**config.mk**
```make
export PLATFORM = sky130hd
export DESIGN_NAME = reg_file
export DESIGN_NICKNAME = d
export VERILOG_FILES = /design/src/verilog/rv_pkg.sv /design/src/verilog/reg_file.sv
export SDC_FILE = /design/constraint.sdc
export NUM_CORES = 2
export LEC_CHECK = 0
export CAP_MARGIN = 15
export CORE_MARGIN = 2
export CORE_UTILIZATION = 65
export DETAILED_ROUTE_END_ITERATION = 16
export DONT_BUFFER_PORTS = 1
export PLACE_DENSITY = 0.85
export SLEW_MARGIN = 20
export SYNTH_ARGS = -nofsm -noshare
export SYNTH_HDL_FRONTEND = slang
export SYNTH_SLANG_ARGS = --single-unit
```
**constraint.sdc**
```tcl
create_clock -name clk -period 3.3 [get_ports clk]
set_clock_uncertainty 0.1 [all_clocks]
set_input_delay 0.495 -clock clk [delete_from_list [all_inputs] [get_ports clk]]
set_output_delay 0.495 -clock clk [all_outputs]
set_load 0.1 [all_outputs]
```
**src/verilog/rv_pkg.sv**
```systemverilog
package rv_pkg;

    // Core data width and fetch start
    localparam int unsigned XLEN     = 64;
    localparam logic [31:0] RESET_PC = 32'd44;   // 0x2C, first main-program word
    localparam logic [31:0] NOP_WORD = 32'h0000_0013;   // ADDI x0,x0,0

    // Major opcodes, bits [6:0] of the instruction
    typedef enum logic [6:0] {
        OP_LUI    = 7'b0110111,
        OP_OPIMM  = 7'b0010011,
        OP_OP     = 7'b0110011,
        OP_LOAD   = 7'b0000011,
        OP_STORE  = 7'b0100011,
        OP_JAL    = 7'b1101111,
        OP_SYSTEM = 7'b1110011
    } opcode_e;

    // Machine-mode CSR addresses that exist in csr_unit
    typedef enum logic [11:0] {
        CSR_MSTATUS = 12'h300,
        CSR_MIE     = 12'h304,
        CSR_MTVEC   = 12'h305,
        CSR_MEPC    = 12'h341,
        CSR_MCAUSE  = 12'h342,
        CSR_MIP     = 12'h344
    } csr_addr_e;

    // mstatus bit positions
    localparam int unsigned MSTATUS_MIE_BIT  = 3;
    localparam int unsigned MSTATUS_MPIE_BIT = 7;

    // External interrupt enable in mie, same position as MEIP in mip
    localparam int unsigned MIE_MEIE_BIT = 11;

    // Interrupt flag in bit 63, exception code 11
    localparam logic [63:0] MCAUSE_MEI = 64'h8000_0000_0000_000B;

    // MRET is one fixed word, no operand fields
    localparam logic [31:0] MRET_WORD = 32'h3020_0073;

    // Data memory map
    localparam logic [63:0] MMIO_OUT_ADDR = 64'h0000_0000_8000_0000;   // Output register
    localparam int unsigned RAM_WORDS     = 32;   // Doublewords
    localparam int unsigned RAM_AW        = $clog2(RAM_WORDS);
    localparam logic [63:0] RAM_BASE      = 64'h0000_0000_0000_1000;

endpackage

```
**src/verilog/reg_file.sv**
```systemverilog
`timescale 1ns/10ps

module reg_file (
    input  logic                     clk,
    input  logic                     reset,
    input  logic [4:0]               rs1_addr,
    input  logic [4:0]               rs2_addr,
    output logic [rv_pkg::XLEN-1:0]  rs1_data,
    output logic [rv_pkg::XLEN-1:0]  rs2_data,
    input  logic                     rd_we,
    input  logic [4:0]               rd_addr,
    input  logic [rv_pkg::XLEN-1:0]  rd_data
);

    // x0 has no storage
    logic [rv_pkg::XLEN-1:0] regs [1:31];

    // Single write port, takes effect at the edge
    always_ff @(posedge clk or negedge reset) begin
        if (!reset) begin
            for (int i = 1; i < 32; i++) begin
                regs[i] <= '0;
            end
        end else if (rd_we && (rd_addr != 5'd0)) begin   // Drop writes to x0
            regs[rd_addr] <= rd_data;
        end
    end

    // Combinational reads, x0 hardwired to zero
    assign rs1_data = (rs1_addr == 5'd0) ? '0 : regs[rs1_addr];
    assign rs2_data = (rs2_addr == 5'd0) ? '0 : regs[rs2_addr];

    // No bypass
    // a write and a read of the same register in one cycle returns the old value,
    // which the core never needs since it writes back at the end of execute

endmodule

```
Word level (Yosys, flattened, before mapping)
Cells that the tools add are included.
{"block": "op_classes", "magnitude_cmp": 4, "n_mux": 11, "n_bitwise": 3, "n_reduce_logical": 5}
{"cell": "bitwise mux 1984 bit", "n": 1}
{"cell": "binary-select mux 64 bit (select 5 bit)", "n": 2}
{"cell": "two-way mux 64 bit", "n": 7}
{"cell": "demux 64 bit (select 5 bit)", "n": 1}
{"cell": ">= comparator 6 bit, second input constant", "n": 3}
{"cell": "NOT 5 -> 6 bit", "n": 3}
{"cell": "zero test 5 bit", "n": 2}
{"cell": "< comparator 6 x 1 -> 1 bit, second input constant", "n": 1}
{"cell": "nonzero test 5 bit", "n": 1}
{"cell": "logical AND 1 bit", "n": 2}
{"block": "word_totals", "regBits": 1984, "inputBits": 82, "output_inout_bits": 128, "wordCells": 54}

Longest topological paths before layout
{"block": "logic_depth", "ltp_word": 6, "mapped_depth": 10, "depth_no_buf": 5}

Least setup slack after synthesis
No wires, ideal clock.
{"block": "synth_path", "path_kind": "input -> output", "from": "input rs2_addr[1]", "to": "output rs2_data[34] (netlist bit)", "t_arrival_ns": 3.920, "t_required_ns": 2.705, "path_slack_ns": -1.215, "path_stages": 9, "path_buffers": 4, "cell_sequence": "buf_2 > buf_2 > buf_2 > buf_2 > mux4_2 > mux2i_1 > nand2_1 > o21ai_0 > a211oi_1"}
{"block": "synth_via", "elab_chain_cells": 5, "elab_cells_between_ends": 6, "cone_classes": "4 x mux; 1 x bitwise; 1 x reduce/logical"}
{"element": "start: declaration", "line": "reg_file.sv:7", "text": "input logic [4:0] rs2_addr,"}
{"element": "NOT 5 -> 6 bit (implied by the code)", "line": "reg_file.sv:31", "text": "assign rs2_data = (rs2_addr == 5'd0) ? '0 : regs[rs2_addr];"}
{"element": "binary-select mux 64 bit (select 5 bit)", "line": "reg_file.sv:31"}
{"element": "two-way mux 64 bit (implied by the code) (2 in series)", "line": "reg_file.sv:31"}
{"element": "two-way mux 64 bit (*)", "line": "reg_file.sv:31"}
{"element": "end: declaration", "line": "reg_file.sv:9", "text": "output logic [rv_pkg::XLEN-1:0] rs2_data,"}
Mark *: on every way between the ends. The rest lies on a longest branch, timed or not. The select of a mux whose other input is x is not followed.

Final worst setup path
{"block": "layout_path", "from": "input rs1_addr[0]", "to": "output rs1_data[15] (netlist bit)"}
{"block": "layout_via", "elab_chain_cells": 5, "elab_cells_between_ends": 6, "cone_classes": "4 x mux; 1 x bitwise; 1 x reduce/logical"}
{"element": "start: declaration", "line": "reg_file.sv:6", "text": "input logic [4:0] rs1_addr,"}
{"element": "NOT 5 -> 6 bit (implied by the code)", "line": "reg_file.sv:30", "text": "assign rs1_data = (rs1_addr == 5'd0) ? '0 : regs[rs1_addr];"}
{"element": "binary-select mux 64 bit (select 5 bit)", "line": "reg_file.sv:30"}
{"element": "two-way mux 64 bit (implied by the code) (2 in series)", "line": "reg_file.sv:30"}
{"element": "two-way mux 64 bit (*)", "line": "reg_file.sv:30"}
{"element": "end: declaration", "line": "reg_file.sv:8", "text": "output logic [rv_pkg::XLEN-1:0] rs1_data,"}
Marked as above.

==> metrics.txt <==
Warnings, synthesis 0; max cap viols 0; GR Util All Layers 38.74%; Final Critical Period 3994 ps; number of flip-flops in the largest register 1,984; startpoint types primary input; Yosys reg bits 1,984; run status finished with violations; Max Buffers Root-to-Sink 3; NumNets Final 7,336; Die Ht roughly 410 um; Worst EP required 2700 ps; slowest stage delay, CP about 1200 ps; CTS tree built; via density per instance 7.518; DR pass1 iterations 6; P_sw about 0.021 W; synthesis-to-layout area growth 12.29%; Starting Density 65.53%; GP Congestion 0.8237; initial antenna violation count 13; CTS buffer count 198; final setup fails 128; top_reg_cell synth dfrtp_1; routed vias 72,220; violated checks negative hold slack, max-slew violations, negative setup slack; DR WL/cell around 34 um; CORE AREA 162,800 um2; # DRC 0; Hold Path Class in -> async; worst path cell trace mux4_2 -> mux2i_1 -> o22ai_1 -> a211o_1 -> buf_12; maximum clock frequency around 250 MHz; Syn Std Cell Area around 110,000 um2; Synth Area per Inst between 10 and 15 um2; Reg clk slew, reported paths 60 ps; Die X-Extent 409.1 um; power density over the cells 614.6 nW/um2; Comb power frac 24.1%; Rows 148; unrepaired setup endpoints after global routing true; area post-placement 111,700 um2; hpwl dp 167.8 mm; Pleak 52.23 nW; Clk pwr share 31.3%; vias in the first global route 74,920; share of cells above drive strength 1 50.86%; H-tree depth 4; CP max FO between 500 and 600; Setup CP Type in -> out; GRT Residual Overflow 0; pins over their slew limit 432; Worst-Skew Late Latency 830 ps; Fin. Hold Viols 174; sequential share of the synthesized area 46.55%; Yosys top cell area share 46.55%; die area 167,400 um2; Period Utilization, post-route 121.0%; Syn Inst Count 7,449; actual slew at the worst max-slew pin 1914 ps; Seq pwr share 44.6%; Syn Nets 7,531; internal power 0.05223 W; fillers a little over 9,000; post-synthesis cell type count between 40 and 50; post-route design area 119,800 um2; Worst setup EP type output port; slowest CP cell mux4_2; PnR Total Power 0.07361 W; WL final around 330 mm; CTS Root Cell clkbuf_16; first-pass GRT wire length 483.9 mm; initial DRC count between 9,000 and 10,000; Worst slew margin -27.62%; CTS sink cnt 1,984; area leader, netlist dfrtp_1; top flop regs regs x1984; Critical Path AT 3400 ps; top-level port count 210; count of input and output buffers 0; post-route ant nets 0; largest net degree at the start of global routing roughly 520; hold slack -739.2 ps; largest cells by area after synthesis dfrtp_1 (47%), mux2_2 (23%), mux4_2 (16%), mux2i_1 (4.3%), clkbuf_1 (1.6%); most flop-heavy register regs; Max VDD drop slightly above 0.5 mV; Setup WS post-layout -693.5 ps; Switching Fraction 29.04%; Post-synth EDFFs 0; ys async rst share 100.0%
## layer usage
metal / part of all wire (%) / vias to the layer above / track usage, %
met5: 0.026 / - / 0
met4: 7.2 / 14 / 24.65
met3: 11 / 1323 / 9.321
met2: 46 / 4853 / 58.67
met1: 36 / 37950 / 50.70
li1: - / 28090 / -
## critical path: cells and delay by family
kind | cells | cell delay [ps]
buf+inv | 1 | 190
compound gates | 2 | 450
mux | 2 | 1360
## layout by cell type (no fill, tap or decap), types with 8 or more instances in the layout
cell / instances
nor2_4: 14
nor2b_1: 107
a211o_1: 9
or3_1: 9
mux2_4: 13
o22ai_1: 9
clkinv_2: 41
diode_2: 10
dlygate4sd3_1: 62
nand3_1: 17
nor2_1: 88
dfrtp_1: 1984
a21oi_1: 112
mux4_2: 748
o32a_1: 18
clkbuf_1: 42
o21ai_2: 59
mux2_2: 2171
bufinv_16: 8
o221ai_2: 14
nor3_1: 87
a21o_1: 9
o211ai_1: 79
nand2_4: 14
clkbuf_8: 57
nand2_1: 238
a221oi_1: 117
buf_4: 108
a22oi_1: 75
a31oi_1: 58
clkbuf_16: 217
buf_16: 25
o21ai_0: 42
a21oi_2: 8
buf_12: 188
mux2i_1: 455
## power groups by stage
stage | Clock, W | Combinational [W] | Sequential, W
6_report | 0.0230 | 0.0177 | 0.0328
2_1_floorplan | 0 | 0.0138 | 0.0317
4_1_cts | 0.0231 | 0.0175 | 0.0326
5_1_grt | 0.0241 | 0.0186 | 0.0333
3_5_place_dp | 0 | 0.0168 | 0.0329
3_3_place_gp | 0 | 0.0162 | 0.0324
## Yosys cell counts, drive strengths merged, types with 2 or more instances
| cell | instances |
|---|---|
| a21oi | 121 |
| o221ai | 15 |
| clkbuf | 446 |
| nor2b | 121 |
| a311oi | 8 |
| nor2 | 105 |
| buf | 356 |
| nand2b | 8 |
| a31oi | 68 |
| o21ai | 105 |
| a21o | 9 |
| a211o | 9 |
| a2111oi | 4 |
| dfrtp | 1984 |
| o32a | 18 |
| mux4 | 748 |
| nand3 | 19 |
| nor3 | 88 |
| a22o | 2 |
| a221oi | 120 |
| nand2 | 254 |
| o211ai | 79 |
| mux2 | 2185 |
| o22ai | 9 |
| and2 | 4 |
| mux2i | 458 |
| a211oi | 4 |
| and3 | 2 |
| or3 | 16 |
| a22oi | 75 |
| o22a | 4 |
## logic make-up (layout without fill, tap and decap cells)
group / Yosys count / in the layout / share of synthesized area [%]
buffers and inverters: 803 / 775 / 3.370
other: 0 / 10 / 0
AND/OR/NAND/NOR: 620 / 620 / 2.691
flip-flops: 1984 / 1984 / 46.55
multiplexers: 3391 / 3391 / 43.18
AO/OA/AOI/OAI: 651 / 651 / 4.212
## stage by stage
step / setup TNS (ps) / instances / hold slack, ps / worst slack [ps] / utilization (%)
after floorplan: -9487 / 7449 / 99.41 / -624.3 / -
after global placement: -758850 / 9113 / 104.3 / -1334 / 68.56
after detailed placement: -735500 / 9116 / 103.8 / -1518 / 68.62
after CTS: -114.4 / 9577 / -780.0 / -56.08 / 73.30
after global routing: -24010 / 9599 / -755.2 / -441.5 / 73.57
final: -62340 / 9606 / -739.2 / -693.5 / 73.59
## path summary, 6_finish.rpt
check | from | endpoint | slack [ps] | depth (start not counted)
min in group clk | rd_addr[0] | regs[1839] | 50 | 2
max reg2reg | regs[1076] | regs[1076] | 2190 | 3
max | rs1_addr[0] | rs1_data[15] | -690 | 5
max in group asynchronous | reset | regs[925] | 260 | 8
min | reset | regs[388] | -740 | 0
min reg2reg | regs[328] | regs[328] | 420 | 1
## repair_timing
item	4_1_cts	5_1_grt
pin swaps	10	18
buffers inserted	26	4
resized for setup	21	39
hold buffers	65	9
hold endpoints to repair	2300	381
gates cloned	3	5
setup endpoints to repair	468	377
## layout make-up
cell class	instances	area, um2	share of cell area [%]
inverter	1	6.256	0.005223
clock inverter	66	609.3	0.5087
tap	2175	2721	2.272
sequential	1984	49650	41.45
multi-input combinational	4662	54410	45.43
antenna	10	25.02	0.02089
timing repair buffer	407	6359	5.309
clock buffer	301	5997	5.007
(Power assumes the default switching activity.)
