`config.mk`:
```
export PLATFORM = sky130hd
export DESIGN_NAME = data_bus
export DESIGN_NICKNAME = d
export VERILOG_FILES = /design/src/verilog/rv_pkg.sv /design/src/verilog/data_bus.sv
export SDC_FILE = /design/constraint.sdc
export NUM_CORES = 2
export LEC_CHECK = 0
export BUFFER_PORTS_ARGS = -buffer_cell sky130_fd_sc_hd__buf_2
export CORE_UTILIZATION = 62
export CTS_BUF_LIST = sky130_fd_sc_hd__clkbuf_8 sky130_fd_sc_hd__clkbuf_16
export DETAILED_ROUTE_END_ITERATION = 6
export PLACE_DENSITY = 0.8
export SLEW_MARGIN = 20
export SYNTH_ARGS = -nofsm -noshare
export SYNTH_HDL_FRONTEND = slang
export SYNTH_SLANG_ARGS = --single-unit
export TNS_END_PERCENT = 20
```
`constraint.sdc`:
```
create_clock -name clk -period 3.03 [get_ports clk]
set_clock_uncertainty 0.1 [all_clocks]
set_input_delay 0 -clock clk [delete_from_list [all_inputs] [get_ports clk]]
set_output_delay 0 -clock clk [all_outputs]
set_load 0.1 [all_outputs]
```
`src/verilog/rv_pkg.sv`:
```
package rv_pkg;

    // Core data width and fetch start
    localparam int unsigned XLEN     = 64;
    localparam logic [31:0] RESET_PC = 32'd44;   // 0x2C, first main-program word
    localparam logic [31:0] NOP_WORD = 32'h0000_0013;   // ADDI x0,x0,0

    // Major opcodes, bits [6:0] of the instruction
    typedef enum logic [6:0] {
        OP_LUI    = 7'b0110111,
        OP_OPIMM  = 7'b0010011,
        OP_OP     = 7'b0110011,
        OP_LOAD   = 7'b0000011,
        OP_STORE  = 7'b0100011,
        OP_JAL    = 7'b1101111,
        OP_SYSTEM = 7'b1110011
    } opcode_e;

    // Machine-mode CSR addresses that exist in csr_unit
    typedef enum logic [11:0] {
        CSR_MSTATUS = 12'h300,
        CSR_MIE     = 12'h304,
        CSR_MTVEC   = 12'h305,
        CSR_MEPC    = 12'h341,
        CSR_MCAUSE  = 12'h342,
        CSR_MIP     = 12'h344
    } csr_addr_e;

    // mstatus bit positions
    localparam int unsigned MSTATUS_MIE_BIT  = 3;
    localparam int unsigned MSTATUS_MPIE_BIT = 7;

    // External interrupt enable in mie, same position as MEIP in mip
    localparam int unsigned MIE_MEIE_BIT = 11;

    // Interrupt flag in bit 63, exception code 11
    localparam logic [63:0] MCAUSE_MEI = 64'h8000_0000_0000_000B;

    // MRET is one fixed word, no operand fields
    localparam logic [31:0] MRET_WORD = 32'h3020_0073;

    // Data memory map
    localparam logic [63:0] MMIO_OUT_ADDR = 64'h0000_0000_8000_0000;   // Output register
    localparam int unsigned RAM_WORDS     = 32;   // Doublewords
    localparam int unsigned RAM_AW        = $clog2(RAM_WORDS);
    localparam logic [63:0] RAM_BASE      = 64'h0000_0000_0000_1000;

endpackage

```
`src/verilog/data_bus.sv`:
```
`timescale 1ns/10ps

module data_bus (
    input  logic                     clk,
    input  logic                     reset,
    input  logic [rv_pkg::XLEN-1:0]  bus_address,
    input  logic [rv_pkg::XLEN-1:0]  bus_write_data,
    input  logic                     bus_write_enable,
    input  logic                     bus_read_enable,
    output logic [rv_pkg::XLEN-1:0]  bus_read_data,
    output logic                     out_strobe,      // High the cycle after an MMIO write
    output logic [rv_pkg::XLEN-1:0]  out_data
);

    logic [rv_pkg::XLEN-1:0] ram [0:rv_pkg::RAM_WORDS-1];
    logic [rv_pkg::XLEN-1:0] ram_offset;
    logic [rv_pkg::RAM_AW-1:0] ram_index;
    logic                    ram_hit;
    logic                    mmio_hit;

    // Address decode
    assign ram_offset = bus_address - rv_pkg::RAM_BASE;
    assign ram_index  = ram_offset[3 +: rv_pkg::RAM_AW];   // Doubleword index
    assign ram_hit    = (bus_address >= rv_pkg::RAM_BASE) &&
                        (ram_offset < 64'(rv_pkg::RAM_WORDS * 8));
    assign mmio_hit   = (bus_address == rv_pkg::MMIO_OUT_ADDR);

    // Same-cycle read, misses return zero
    always_comb begin
        bus_read_data = '0;
        if (bus_read_enable && ram_hit) begin
            bus_read_data = ram[ram_index];
        end else if (bus_read_enable && mmio_hit) begin
            bus_read_data = out_data;   // Output register reads back
        end
    end

    // RAM and output data capture at the edge
    always_ff @(posedge clk) begin
        if (bus_write_enable && ram_hit) ram[ram_index] <= bus_write_data;
        if (bus_write_enable && mmio_hit) out_data <= bus_write_data;
    end

    // One-cycle pulse per MMIO write
    always_ff @(posedge clk or negedge reset) begin
        if (!reset) begin
            out_strobe <= 1'b0;
        end else begin
            out_strobe <= bus_write_enable && mmio_hit;
        end
    end

endmodule

```
[Word level (Yosys, flattened, before mapping)]
Memory sizes are Yosys's and may differ from the RTL's.
Cells that the tools add are included.
Operators by class
  $add $sub $neg: 1
  multipliers: 0
  divide/modulo/power cells: 0
  order comparisons: 2
  eq/ne operators: 1
  shift operators: 0
  muxes and demuxes: 4
  bitwise operators: 0
  reduce and logical (&&, ||, !) cells: 5
Operator list (count)
  64-bit two-way mux: 2
  64-bit by 32-bit == test with 1-bit output (second input constant): 1
  64-bit by 13-bit >= comparator with 1-bit output (second input constant): 1
  64-bit by 9-bit less-than comparator with 1-bit output (second input constant): 1
  64-bit by 13-bit subtractor with 64-bit output (second input constant): 1
  1-bit logical AND: 5
  1-bit two-way mux: 2
Word-level totals
  bits in registers: 65
  bits in latches: 0
  bits in writable memories: 2048
  memory bits (read-only): 0
  output and inout port bits: 129
  logic and storage cells: 16
  memories: 1
Memories
  ram: depth 32, width 64, rd ports 1, clocked after memory_dff 0, write ports 1, RTL line data_bus.sv:15  | logic [rv_pkg::XLEN-1:0] ram [0:rv_pkg::RAM_WORDS-1];

[Logic depth before layout (Yosys ltp)]
  word-level depth: 6
  mapped depth: 10

[Least setup slack after synthesis]
No wires, ideal clock.
  path type: input port to flip-flop
  start: input port bus_address[35] (netlist bit)
  end: memory ram[19][0] (netlist bit) (enable)
  library setup time: 646 ps
  data arrival time: 8339 ps
  required time: 2284 ps
  path slack: -6056 ps
  cell stages on the path: 8
  buffers on the path: 1
  path through: or4_4 -> or4b_4 -> o41ai_2 -> o21ai_1 -> a2111oi_4 -> nand4_2 -> buf_6 -> nor4_1
Between the ends
  word-level cells in the longest chain between the ends: 6
  elaborated cells between the ends (all ways): 7
RTL lines
  start, declared: RTL line data_bus.sv:6  | input logic [rv_pkg::XLEN-1:0] bus_address,
  64-bit by 13-bit subtractor with 64-bit output: RTL line data_bus.sv:22  | assign ram_offset = bus_address - rv_pkg::RAM_BASE;
  64-bit by 9-bit less-than comparator with 1-bit output: RTL line data_bus.sv:25  | (ram_offset < 64'(rv_pkg::RAM_WORDS * 8));
  1-bit logical AND (*): RTL line data_bus.sv:24  | assign ram_hit = (bus_address >= rv_pkg::RAM_BASE) &&
  1-bit logical AND (*): RTL line data_bus.sv:40  | if (bus_write_enable && ram_hit) ram[ram_index] <= bus_write_data;
  1-bit two-way mux (*): RTL line data_bus.sv:40
  1-bit two-way mux (implied by the code) (*): RTL line data_bus.sv:40
  end, declared: RTL line data_bus.sv:15
Mark *: on every way between the ends. The rest lies on a longest branch, timed or not.

[Worst setup path after layout]
  start: input port bus_address[35] (netlist bit)
  end: output port bus_read_data[19] (netlist bit)
Between the ends
  word-level cells in the longest chain between the ends: 5
  elaborated cells between the ends (all ways): 9
RTL lines
  64-bit by 13-bit subtractor with 64-bit output: RTL line data_bus.sv:22
  64-bit by 9-bit less-than comparator with 1-bit output: RTL line data_bus.sv:25
  1-bit logical AND: RTL line data_bus.sv:24
  1-bit logical AND: RTL line data_bus.sv:31  | if (bus_read_enable && ram_hit) begin
  64-bit two-way mux (*): RTL line data_bus.sv:31
  end, declared: RTL line data_bus.sv:10  | output logic [rv_pkg::XLEN-1:0] bus_read_data,
Marked as above.

==> results.yml <==
routing:
  num_vias: 45300
  vias_per_cell: 7.67
  drt_wl_total_mm: 248
  drt_first_pass_iters: 7
  drc: 1
  antenna_left: 0
  drtIter0Drc: 7995
  wl_per_cell_um: 42.0
placement:
  dp.cells: 5456
  port_buffers: 260
  hpwlAfterDp_mm: 137
  place_congestion: 0.875
power_and_ir_drop:
  internal_power_mw: 46.8
  power_leakage_nw: 31.3
  clkPwrFrac_pct: 41.3
  pwr-share-seq_pct: 53.7
  powerDensity_nw_per_um2: 621
  vdd_drop_max_mv: 0.561
  swShare_pct: 21.9
  p_switching_mw: 13.1
  share_comb_of_total_power_pct: 5.0
  power_mw: 59.9
grt:
  grt_first_pass_wirelength_mm: 344
  grt_util_all_layers_pct: 38.3
  antenna_found_initial: 4
  grt_pass1_vias: 44700
  grt_start_max_net_pins: 65
  globalRouteOverflowTotal: 0
yosys:
  yosys_register_bits: 2113
  synth_edf_count: 2112
  synthCells: 3354
  synth_seq_area_share_pct: 79.4
  synth_cell_types: 55
  yosysWarnings: 0
  ys.flop_type: "edfxtp_1"
  avgSynthCellArea_um2: 23.8
  synth_async_sr_flop_share_pct: 0.0473
  syn_area_um2: 79900
  synth_nets: 3486
run_status:
  violations: "design-rule violations, negative setup slack"
  status: "finished, violations left"
sta:
  tightestPinTransition_ps: 971
  fmax_mhz: 305
  drv_slew: 0
  setup_ws_ps: -244
  setup_viol: 64
  hold_violations: 0
  fin_crit_sh_pct: 108
  rsz0062_at_grt: "yes"
  min_period_ps: 3270
  max_slew_margin_pct: 35.3
worst_hold_path:
  min_path_type: "in -> reg"
worst_setup_path:
  end_kind: "output pin"
  path_class: "in -> out"
  cp.arrival_ps: 3170
  cp_max_fo: 5
  worstPathRequired_ps: 2930
  cp-start-kind: "input port"
die:
  start_util_pct: 62.6
  fp.coreArea_um2: 128000
  boundaryPins: 261
  die_h_um: 361
  die_w_um: 361
  rows: 131
  die_area_um2: 130000
layout:
  area_growth_pct: 20.7
  final_cells: 5914
  seqCellArea_um2: 63400
  nFillCells: 6101
  drive_gt1_share_pct: 38.5
  layout.nets: 4218
  multi_input_area_um2: 16700
clock_network:
  htreeDepth: 4
  clock_path_buffers: 3
  cts.sinks: 2113
  clk_pin_slew_ps: 60
  cts_made_buffers: 196
  cts_tree: "yes"
  root_buffer: "clkbuf_16"
run:
  cap_viol_max_count: 0
-- worst paths after layout --
| check | cells after the start | startpoint | end |
|---|---|---|---|
| worst max-delay path | 13 | bus_address[35] | bus_read_data[19] |
| worst min-delay path | 5 | bus_address[6] | ram[12][0] |
| max in group asynchronous | 4 | reset | out_strobe |
| min in group asynchronous | 4 | reset | out_strobe |
-- layout by cell type, fill, tap and decap left out, types with 12 or more instances in the layout --
cell type      instances
edfxtp_1            2112
buf_12               200
clkinv_2              40
inv_1                 35
a221oi_1              13
buf_2                192
clkbuf_16            204
a31oi_1               19
a221oi_2              19
a22oi_1              179
mux4_2               512
buf_6                 12
a22o_1                35
a41oi_1               26
dlygate4sd3_1         71
a32o_2                64
buf_4                252
clkinv_1              48
nor4_4                32
bufinv_16             17
-- through the flow --
step / setup TNS (ps) / worst slack [ps] / hold slack [ps] / area (um2) / utilization [%]
floorplan: -3852440 / -1860 / -396 / 80400 / -
global placement: -1008870 / -638 / -326 / 88500 / 69.3
detailed placement: -1009850 / -618 / -324 / 88500 / 69.3
CTS: -7850 / -214 / 41.7 / 96200 / 75.4
global route: -13780 / -298 / 105 / 96500 / 75.5
finish: -9550 / -244 / 107 / 96500 / 75.5
-- critical path, stage by stage --
cell	delay, ps
buf_6	90
or4_4	540
or4b_4	530
nor3_4	250
nand3_1	200
xor2_2	240
buf_4	140
and4_4	260
buf_12	170
buf_16	170
buf_12	150
a32o_2	210
buf_12	180
-- final cells by class --
cell class | count | share of cell area (%)
inverters | 2 | 0.0104
repair buffers | 739 | 8.27
well taps | 1662 | 2.16
multi-input cells | 1034 | 17.3
flip-flops and latches | 2113 | 65.8
clock inverters | 159 | 1.26
clock buffers | 202 | 5.24
diodes | 3 | 0.00778
-- what timing repair did --
| action | 4_1_cts | 5_1_grt |
|---|---|---|
| hold endpoints to repair | 2184 | 0 |
| gates resized for setup | 119 | 40 |
| pin swaps | 15 | 37 |
| gates cloned | 5 | 2 |
| hold buffers | 71 | 0 |
| endpoints found under the setup margin | 64 | 1754 |
| buffers inserted | 15 | 4 |
-- state kept, by name, indices dropped and copies added (netlist names) --
name / flops
ram: 2048
out_data: 64
out_strobe: 1
-- cells by family (layout without fill, tap and decap cells) --
family | Yosys count | count (layout) | synth area share, %
buffers and inverters | 207 | 1102 | 1.07
and+or+nand+nor | 119 | 119 | 0.968
xor gates and xnor gates | 3 | 3 | 0.0329
DFF | 2113 | 2113 | 79.4
muxes | 513 | 513 | 14.4
AOI/OAI and AO/OA | 399 | 399 | 4.07
other | 0 | 3 | 0
-- Yosys cell counts (3+ instances only) --
cell      count  share of area (%)
edfxtp_1   2112                 79
or2_2         3              0.023
a221oi_1     37               0.41
a32o_1       64               0.80
clkbuf_1    134               0.63
o21ai_0       4              0.025
buf_6         9               0.13
a31oi_1      37               0.29
nor4_2        5              0.078
a22o_1       37               0.41
mux4_2      512                 14
nor4_1       36               0.28
and3_1        3              0.023
nand3b_1      3              0.028
nor2_1       11              0.052
nand3_1       5              0.031
or3_1         4              0.031
a22oi_1     182                1.7
a41oi_1      27               0.30
buf_1        58               0.27
nand2_1      11              0.052
nand4_1       6              0.047
nor3_1       11              0.069
-- power by group through the flow --
stage | Sequential [mW] | Combinational [mW] | Clock, mW
finish | 32.1 | 3.01 | 24.7
global route | 32.1 | 3.05 | 25.7
CTS | 32.1 | 2.90 | 24.6
detailed placement | 32.8 | 2.71 | 0
global placement | 32.8 | 2.64 | 0
floorplan | 32.8 | 1.25 | 0
-- per-layer routing --
layer	vias to the layer above	GRT usage (%)	part of all wire [%]
met1	23200	48.3	31
met5	-	0	0.0076
met3	922	7.77	12
li1	16400	-	-
met2	4878	62.6	49
met4	2	22.6	7.4
Note: power is estimated with default switching activity, not from simulation.
