<file path="config.mk">
export PLATFORM = sky130hd
export DESIGN_NAME = csr_unit
export DESIGN_NICKNAME = d
export VERILOG_FILES = /design/src/verilog/rv_pkg.sv /design/src/verilog/csr_unit.sv
export SDC_FILE = /design/constraint.sdc
export NUM_CORES = 1
export LEC_CHECK = 0
export BUFFER_PORTS_ARGS = -buffer_cell sky130_fd_sc_hd__clkbuf_2
export CAP_MARGIN = 10
export CELL_PAD_IN_SITES_DETAIL_PLACEMENT = 1
export CELL_PAD_IN_SITES_GLOBAL_PLACEMENT = 1
export CORE_ASPECT_RATIO = 1.2
export CORE_MARGIN = 10
export CORE_UTILIZATION = 42
export CTS_CLUSTER_DIAMETER = 30
export DETAILED_ROUTE_END_ITERATION = 10
export GPL_TIMING_DRIVEN = 0
export HOLD_SLACK_MARGIN = 0.12
export PLACE_DENSITY_LB_ADDON = 0.1
export RECOVER_POWER = 50
export SYNTH_ARGS = -nofsm -noshare
export SYNTH_HDL_FRONTEND = slang
export SYNTH_SLANG_ARGS = --single-unit
export TNS_END_PERCENT = 20
</file>
<file path="constraint.sdc">
create_clock -name clk -period 1.55 [get_ports clk]
set_clock_uncertainty 0.15 [all_clocks]
set_input_delay 0 -clock clk [delete_from_list [all_inputs] [get_ports clk]]
set_output_delay 0 -clock clk [all_outputs]
set_load 0.05 [all_outputs]
</file>
<file path="src/verilog/rv_pkg.sv">
package rv_pkg;

    // Core data width and fetch start
    localparam int unsigned XLEN     = 64;
    localparam logic [31:0] RESET_PC = 32'd44;   // 0x2C, first main-program word
    localparam logic [31:0] NOP_WORD = 32'h0000_0013;   // ADDI x0,x0,0

    // Major opcodes, bits [6:0] of the instruction
    typedef enum logic [6:0] {
        OP_LUI    = 7'b0110111,
        OP_OPIMM  = 7'b0010011,
        OP_OP     = 7'b0110011,
        OP_LOAD   = 7'b0000011,
        OP_STORE  = 7'b0100011,
        OP_JAL    = 7'b1101111,
        OP_SYSTEM = 7'b1110011
    } opcode_e;

    // Machine-mode CSR addresses that exist in csr_unit
    typedef enum logic [11:0] {
        CSR_MSTATUS = 12'h300,
        CSR_MIE     = 12'h304,
        CSR_MTVEC   = 12'h305,
        CSR_MEPC    = 12'h341,
        CSR_MCAUSE  = 12'h342,
        CSR_MIP     = 12'h344
    } csr_addr_e;

    // mstatus bit positions
    localparam int unsigned MSTATUS_MIE_BIT  = 3;
    localparam int unsigned MSTATUS_MPIE_BIT = 7;

    // External interrupt enable in mie, same position as MEIP in mip
    localparam int unsigned MIE_MEIE_BIT = 11;

    // Interrupt flag in bit 63, exception code 11
    localparam logic [63:0] MCAUSE_MEI = 64'h8000_0000_0000_000B;

    // MRET is one fixed word, no operand fields
    localparam logic [31:0] MRET_WORD = 32'h3020_0073;

    // Data memory map
    localparam logic [63:0] MMIO_OUT_ADDR = 64'h0000_0000_8000_0000;   // Output register
    localparam int unsigned RAM_WORDS     = 32;   // Doublewords
    localparam int unsigned RAM_AW        = $clog2(RAM_WORDS);
    localparam logic [63:0] RAM_BASE      = 64'h0000_0000_0000_1000;

endpackage

</file>
<file path="src/verilog/csr_unit.sv">
`timescale 1ns/10ps

module csr_unit (
    input  logic                     clk,
    input  logic                     reset,
    input  logic                     irq,          // External interrupt level
    input  logic                     csr_we,
    input  logic [11:0]              csr_addr,
    input  logic [rv_pkg::XLEN-1:0]  csr_wdata,
    output logic [rv_pkg::XLEN-1:0]  csr_rdata,
    input  logic                     trap_take,    // Core enters the trap this cycle
    input  logic                     mret_take,    // Core executes MRET this cycle
    input  logic [31:0]              trap_pc,      // pc of the squashed instruction
    output logic                     irq_req,
    output logic [31:0]              mtvec_out,
    output logic [31:0]              mepc_out
);

    logic [rv_pkg::XLEN-1:0] mstatus;
    logic [rv_pkg::XLEN-1:0] mie;
    logic [rv_pkg::XLEN-1:0] mtvec;
    logic [rv_pkg::XLEN-1:0] mepc;
    logic [rv_pkg::XLEN-1:0] mcause;
    logic [rv_pkg::XLEN-1:0] mip;                  // Built from irq, not stored
    rv_pkg::csr_addr_e       csr_sel;

    assign csr_sel = rv_pkg::csr_addr_e'(csr_addr);

    // MEIP follows the pin, all other bits zero
    always_comb begin
        mip                       = '0;
        mip[rv_pkg::MIE_MEIE_BIT] = irq;
    end

    // The one interrupt decision in the system
    assign irq_req = irq & mstatus[rv_pkg::MSTATUS_MIE_BIT] & mie[rv_pkg::MIE_MEIE_BIT];

    // Read mux, unknown addresses give zero
    always_comb begin
        case (csr_sel)
            rv_pkg::CSR_MSTATUS: csr_rdata = mstatus;
            rv_pkg::CSR_MIE:     csr_rdata = mie;
            rv_pkg::CSR_MTVEC:   csr_rdata = mtvec;
            rv_pkg::CSR_MEPC:    csr_rdata = mepc;
            rv_pkg::CSR_MCAUSE:  csr_rdata = mcause;
            rv_pkg::CSR_MIP:     csr_rdata = mip;
            default:             csr_rdata = '0;
        endcase
    end

    // Trap entry and MRET own mstatus in their cycle, otherwise CSRRW writes
    always_ff @(posedge clk or negedge reset) begin
        if (!reset) begin
            mstatus <= '0;
            mie     <= '0;
            mtvec   <= '0;
            mepc    <= '0;
            mcause  <= '0;
        end else if (trap_take) begin
            mepc                             <= {32'b0, trap_pc};
            mcause                           <= rv_pkg::MCAUSE_MEI;
            mstatus[rv_pkg::MSTATUS_MPIE_BIT] <= mstatus[rv_pkg::MSTATUS_MIE_BIT];
            mstatus[rv_pkg::MSTATUS_MIE_BIT]  <= 1'b0;   // Mask further interrupts
        end else if (mret_take) begin
            mstatus[rv_pkg::MSTATUS_MIE_BIT]  <= mstatus[rv_pkg::MSTATUS_MPIE_BIT];
            mstatus[rv_pkg::MSTATUS_MPIE_BIT] <= 1'b1;
        end else if (csr_we) begin
            case (csr_sel)
                rv_pkg::CSR_MSTATUS: mstatus <= csr_wdata;
                rv_pkg::CSR_MIE:     mie     <= csr_wdata;
                rv_pkg::CSR_MTVEC:   mtvec   <= csr_wdata;
                rv_pkg::CSR_MEPC:    mepc    <= csr_wdata;
                rv_pkg::CSR_MCAUSE:  mcause  <= csr_wdata;
                default: ;                   // mip read-only, rest ignored
            endcase
        end
    end

    // Redirect targets for the core, 32-bit pc space
    assign mtvec_out = mtvec[31:0];
    assign mepc_out  = mepc[31:0];

endmodule

</file>
# After elaboration in Yosys (flattened, before gate mapping)
# Cells that the tools add are included.
# word_totals
ff_bits	320
out_inout_bits	129
elab_cells	43
# op_classes
n_eq_ne	7
n_mux	15
bitwise_logic	4
n_reduce_logical	11
# op_table
cell	n
$mux W64	8
$pmux W64 S6	1
$eq A12 B10 Y1 const B	6
$mux W8	2
$reduce_and A4 Y1	3
$reduce_and A3 Y1	2
$reduce_bool A2 Y1	3
$reduce_bool A3 Y1	2
$mux W1	4
$and A1 B1 Y1	2
$ne A2 B2 Y1 const B	1
$not A1 Y1	2
$reduce_and A2 Y1	1

# Longest topological paths before layout
# logic_depth
ltp_word	5
ltp_mapped	8
mapped_depth_nobuf	4

# Worst setup path after synthesis
# Ideal clock, no wire load.
# synth_timing
path_kind	in2out
startpoint	input csr_addr[0]
endpoint	output csr_rdata[10] (netlist name)
arrival_ns	2.089
required_time_ns	1.400
slack_ns	-0.689
path_stages	7
n_path_buf	4
cell_sequence	buf_2 -> nor4bb_1 -> clkbuf_1 -> clkbuf_1 -> buf_1 -> a22oi_1 -> o22ai_1
# synth_between
elab_chain_cells	2
# synth_rtl
item	line	text
start: declaration	csr_unit.sv:8	input logic [11:0] csr_addr,
$eq A12 B10 Y1	csr_unit.sv:40	case (csr_sel)
$pmux W64 S6 *	csr_unit.sv:40	
end: declaration	csr_unit.sv:10	output logic [rv_pkg::XLEN-1:0] csr_rdata,
# Every way passes the cells marked *; elsewhere a longest branch is shown, timed or not.

# Final worst setup path
# layout_timing
startpoint	input csr_addr[7]
endpoint	output csr_rdata[13] (netlist name)
# Same word-level chain as after synthesis.

==> impl_metrics.toml <==
[floorplanning]
dieHeight_um = 230
ios = 243
initial_core_util_pct = 42.8
dieArea_um2 = 44800
core_um2 = 36000
num_rows = 76
die_w_um = 195

[yosys]
synth_warnings = 0
syn-mean-instance-area_um2 = 13.2
yosys.area.top_type = "dfrtp_1"
synth.cell_area_um2 = 15400
ys_top_cells_by_area = "dfrtp_1, mux2_4, a22o_1, mux2i_1, mux2_2"
ys_ff_latch = 320
syn-num-nets = 1284
netlist.area_leader.share_pct = 52.0
seq_area_frac_synth_pct = 52.0
synth_cell_types = 38
netlist_instances = 1170

[final_layout]
syn_to_final_growth_pct = 56.2
final_cell_area_um2 = 24100
nets = 1790
drive_gt1_share_pct = 49.0
n_fill_cell = 3309

[clock_tree]
clock_sink_count = 320
clk_pin_slew_worst_paths_ns = 0.04
clockBufferDepth = 3
cts_buffers = 70
clockRootBuffer = "clkbuf_16"
cts_tree = "yes"
clock_latency_ns = 0.57
htree_levels = 3

[timing]
setup_tns_ns = -47.24
max_freq_mhz = 506
hold_viol = 124
period_needed_ns = 1.98
drv_slew = 0
final-setup-viol-count = 277
finalCritPeriodShare_pct = 127
relSlewSlack_pct = 28.6
rsz0062_at_grt = "true"
hold-worst-slack_ns = -0.756
fin_ws_ns = -0.425
worstMarginPinSlew_ns = 1.07

[power]
intPower_w = 0.0199
cellLeakagePower_nw = 11.7
pwr-share-comb_pct = 7.8
power_density_nw_per_um2 = 1090
total_power_w = 0.0263
p_sw_w = 0.00647
clock_power_share_pct = 59.6
ir_drop_v = 0.000841
p_sw_share_pct = 24.6
pwr-share-seq_pct = 32.5

[setup_path]
start_kind = "input port"
critPathMaxStageDelay_ns = 0.40
cpMaxStageDelayCell = "nor4b_4"
cp-end-kind = "output pin"
crit_buf_inv = 4
cp.required_ns = 1.40
crit_path_cell_trace = "buf_6, nor4b_4, nand2_2, or3_4, clkbuf_16, clkbuf_16, o22ai_4, buf_8"
cp_max_fo = 10
cp_top_family = "simple AND/OR/NAND/NOR gates"
criticalPathCategory = "in -> out"
cpMostUsedCell = "clkbuf_16"
cp.arrival_ns = 1.83

[global_route]
overflow = 0
antenna_found_initial = 4
grt_pass1_vias = 14200
grt_pass1_wl_um = 90200
grt_max_degree = 114
track_usage_pct = 25.6

[drt]
antenna_left = 0
post_drt_wl_per_cell_um = 27.8
viasPerCell = 5.73
wirelength_um = 61100
dr_total_vias = 12600
first_pass_iters = 7
post-route-drc-count = 0
initialDrtViolationCount = 722

[place]
port_buffers = 241
place_area_um2 = 18200
hpwl_um = 35700
place.gp.congestion = 0.784

[min_path]
hold_class = "in -> async"

[status]
violations = "negative hold slack, negative setup slack"
outcome = "complete, but fails checks"

[flow_run]
drv_cap = 0
power by group through the flow:
stage,Clock [W],Sequential (W),Combinational [W]
global route,0.0163,0.00856,0.00219
floorplan,0,0.00864,0.000830
global placement,0,0.00868,0.00153
detailed placement,0,0.00868,0.00158
CTS,0.0158,0.00855,0.00195
finish,0.0157,0.00856,0.00207
cell families (layout without fill, tap and decap cells):
group / count (synthesis) / after routing / synth area share (%)
compound gates: 323 / 323 / 15.9
flops: 320 / 320 / 52.0
mux: 290 / 290 / 23.3
buf+inv: 169 / 730 / 6.41
simple gates: 68 / 68 / 2.40
other cells: 0 / 2 / 0
synthesized netlist by cell type:
cell,n
buf_6,12
o22a_1,3
buf_1,10
nor4_1,1
a211oi_1,1
inv_1,2
nor4bb_1,2
a22o_1,154
nor2b_1,1
and2_1,2
a31oi_1,1
clkbuf_1,67
or4_1,2
o221a_2,1
nor4b_4,2
buf_2,12
and4_1,1
nor3b_1,1
nor2_1,37
a21oi_1,34
dfrtp_1,320
nand3b_1,1
mux2_2,71
o21ai_0,2
nand3_1,1
a22oi_1,64
nand2b_1,3
nand2_1,4
nand4_1,3
and3_1,2
nand2_2,1
and2_0,1
o22ai_1,63
mux2i_1,99
mux2_4,120
or3_1,2
buf_4,66
nor3_1,1
per-layer routing:
| metal | wire length, um | vias to the layer above | part of all wire, % | track usage [%] |
|---|---|---|---|---|
| met4 | 1390 | 4 | 2.3 | 8.07 |
| li1 | - | 5414 | - | - |
| met1 | 24500 | 6651 | 40 | 30.9 |
| met2 | 31900 | 433 | 52 | 44.3 |
| met3 | 3320 | 106 | 5.4 | 5.87 |
| met5 | 27 | - | 0.044 | 0 |
cell type report:
class	instances	area, um2	area share [%]
plain buffers	166	1440	5.99
well taps	468	586	2.43
repair buffers	435	4040	16.8
inverters	2	7.51	0.0312
flip-flops and latches	320	8010	33.3
clock inverters	37	505	2.10
clock buffers	90	1990	8.25
diodes	2	5.00	0.0208
multi-input cells	681	7500	31.1
placed cells by master, fill, tap and decap left out, drive strengths merged, types with 9 or more instances in the layout:
cell	n
dfrtp	320
mux2	191
inv	9
bufinv	9
dlygate4sd3	165
nor2	37
a22oi	64
clkbuf	317
clkinv	16
mux2i	99
o22ai	63
a22o	154
buf	208
a21oi	34
flip-flops by register name, indices dropped and copies added (netlist names):
| name | flops |
|---|---|
| mcause | 64 |
| mstatus | 64 |
| mepc | 64 |
| mie | 64 |
| mtvec | 64 |
worst paths after layout:
check                                     endpoint  cells after the start                    start  slack (ns)
setup reg to reg            mstatus[7]$_DFFE_PN0P_                      3   mstatus[7]$_DFFE_PN0P_        0.44
hold reg to reg            mstatus[18]$_DFFE_PN0P_                      1  mstatus[18]$_DFFE_PN0P_        0.35
max in group asynchronous  mstatus[29]$_DFFE_PN0P_                      4                    reset        0.42
min in group clk             mtvec[63]$_DFFE_PN0P_                      6              csr_addr[7]        0.01
setup / recovery                     csr_rdata[13]                      8              csr_addr[7]       -0.43
hold / removal                mepc[29]$_DFFE_PN0P_                      1                    reset       -0.76
per-stage QoR:
step	utilization (%)	instances	worst slack [ns]
finish	66.8	2201	-0.425
global route	66.8	2201	-0.465
CTS	64.7	2176	-0.432
detailed placement	50.4	1882	-1.19
global placement	50.2	1879	-6.83
floorplan	-	1170	-0.344
timing repair:
item                       in CTS  in global routing
setup endpoints to repair     361                399
buffers inserted                4                  8
gates resized for setup       243                174
hold endpoints to repair      550                244
hold buffers                  161                  7
cloned                          3                 10
pin swaps                       6                 10
Note: power is estimated with default switching activity, not from simulation.
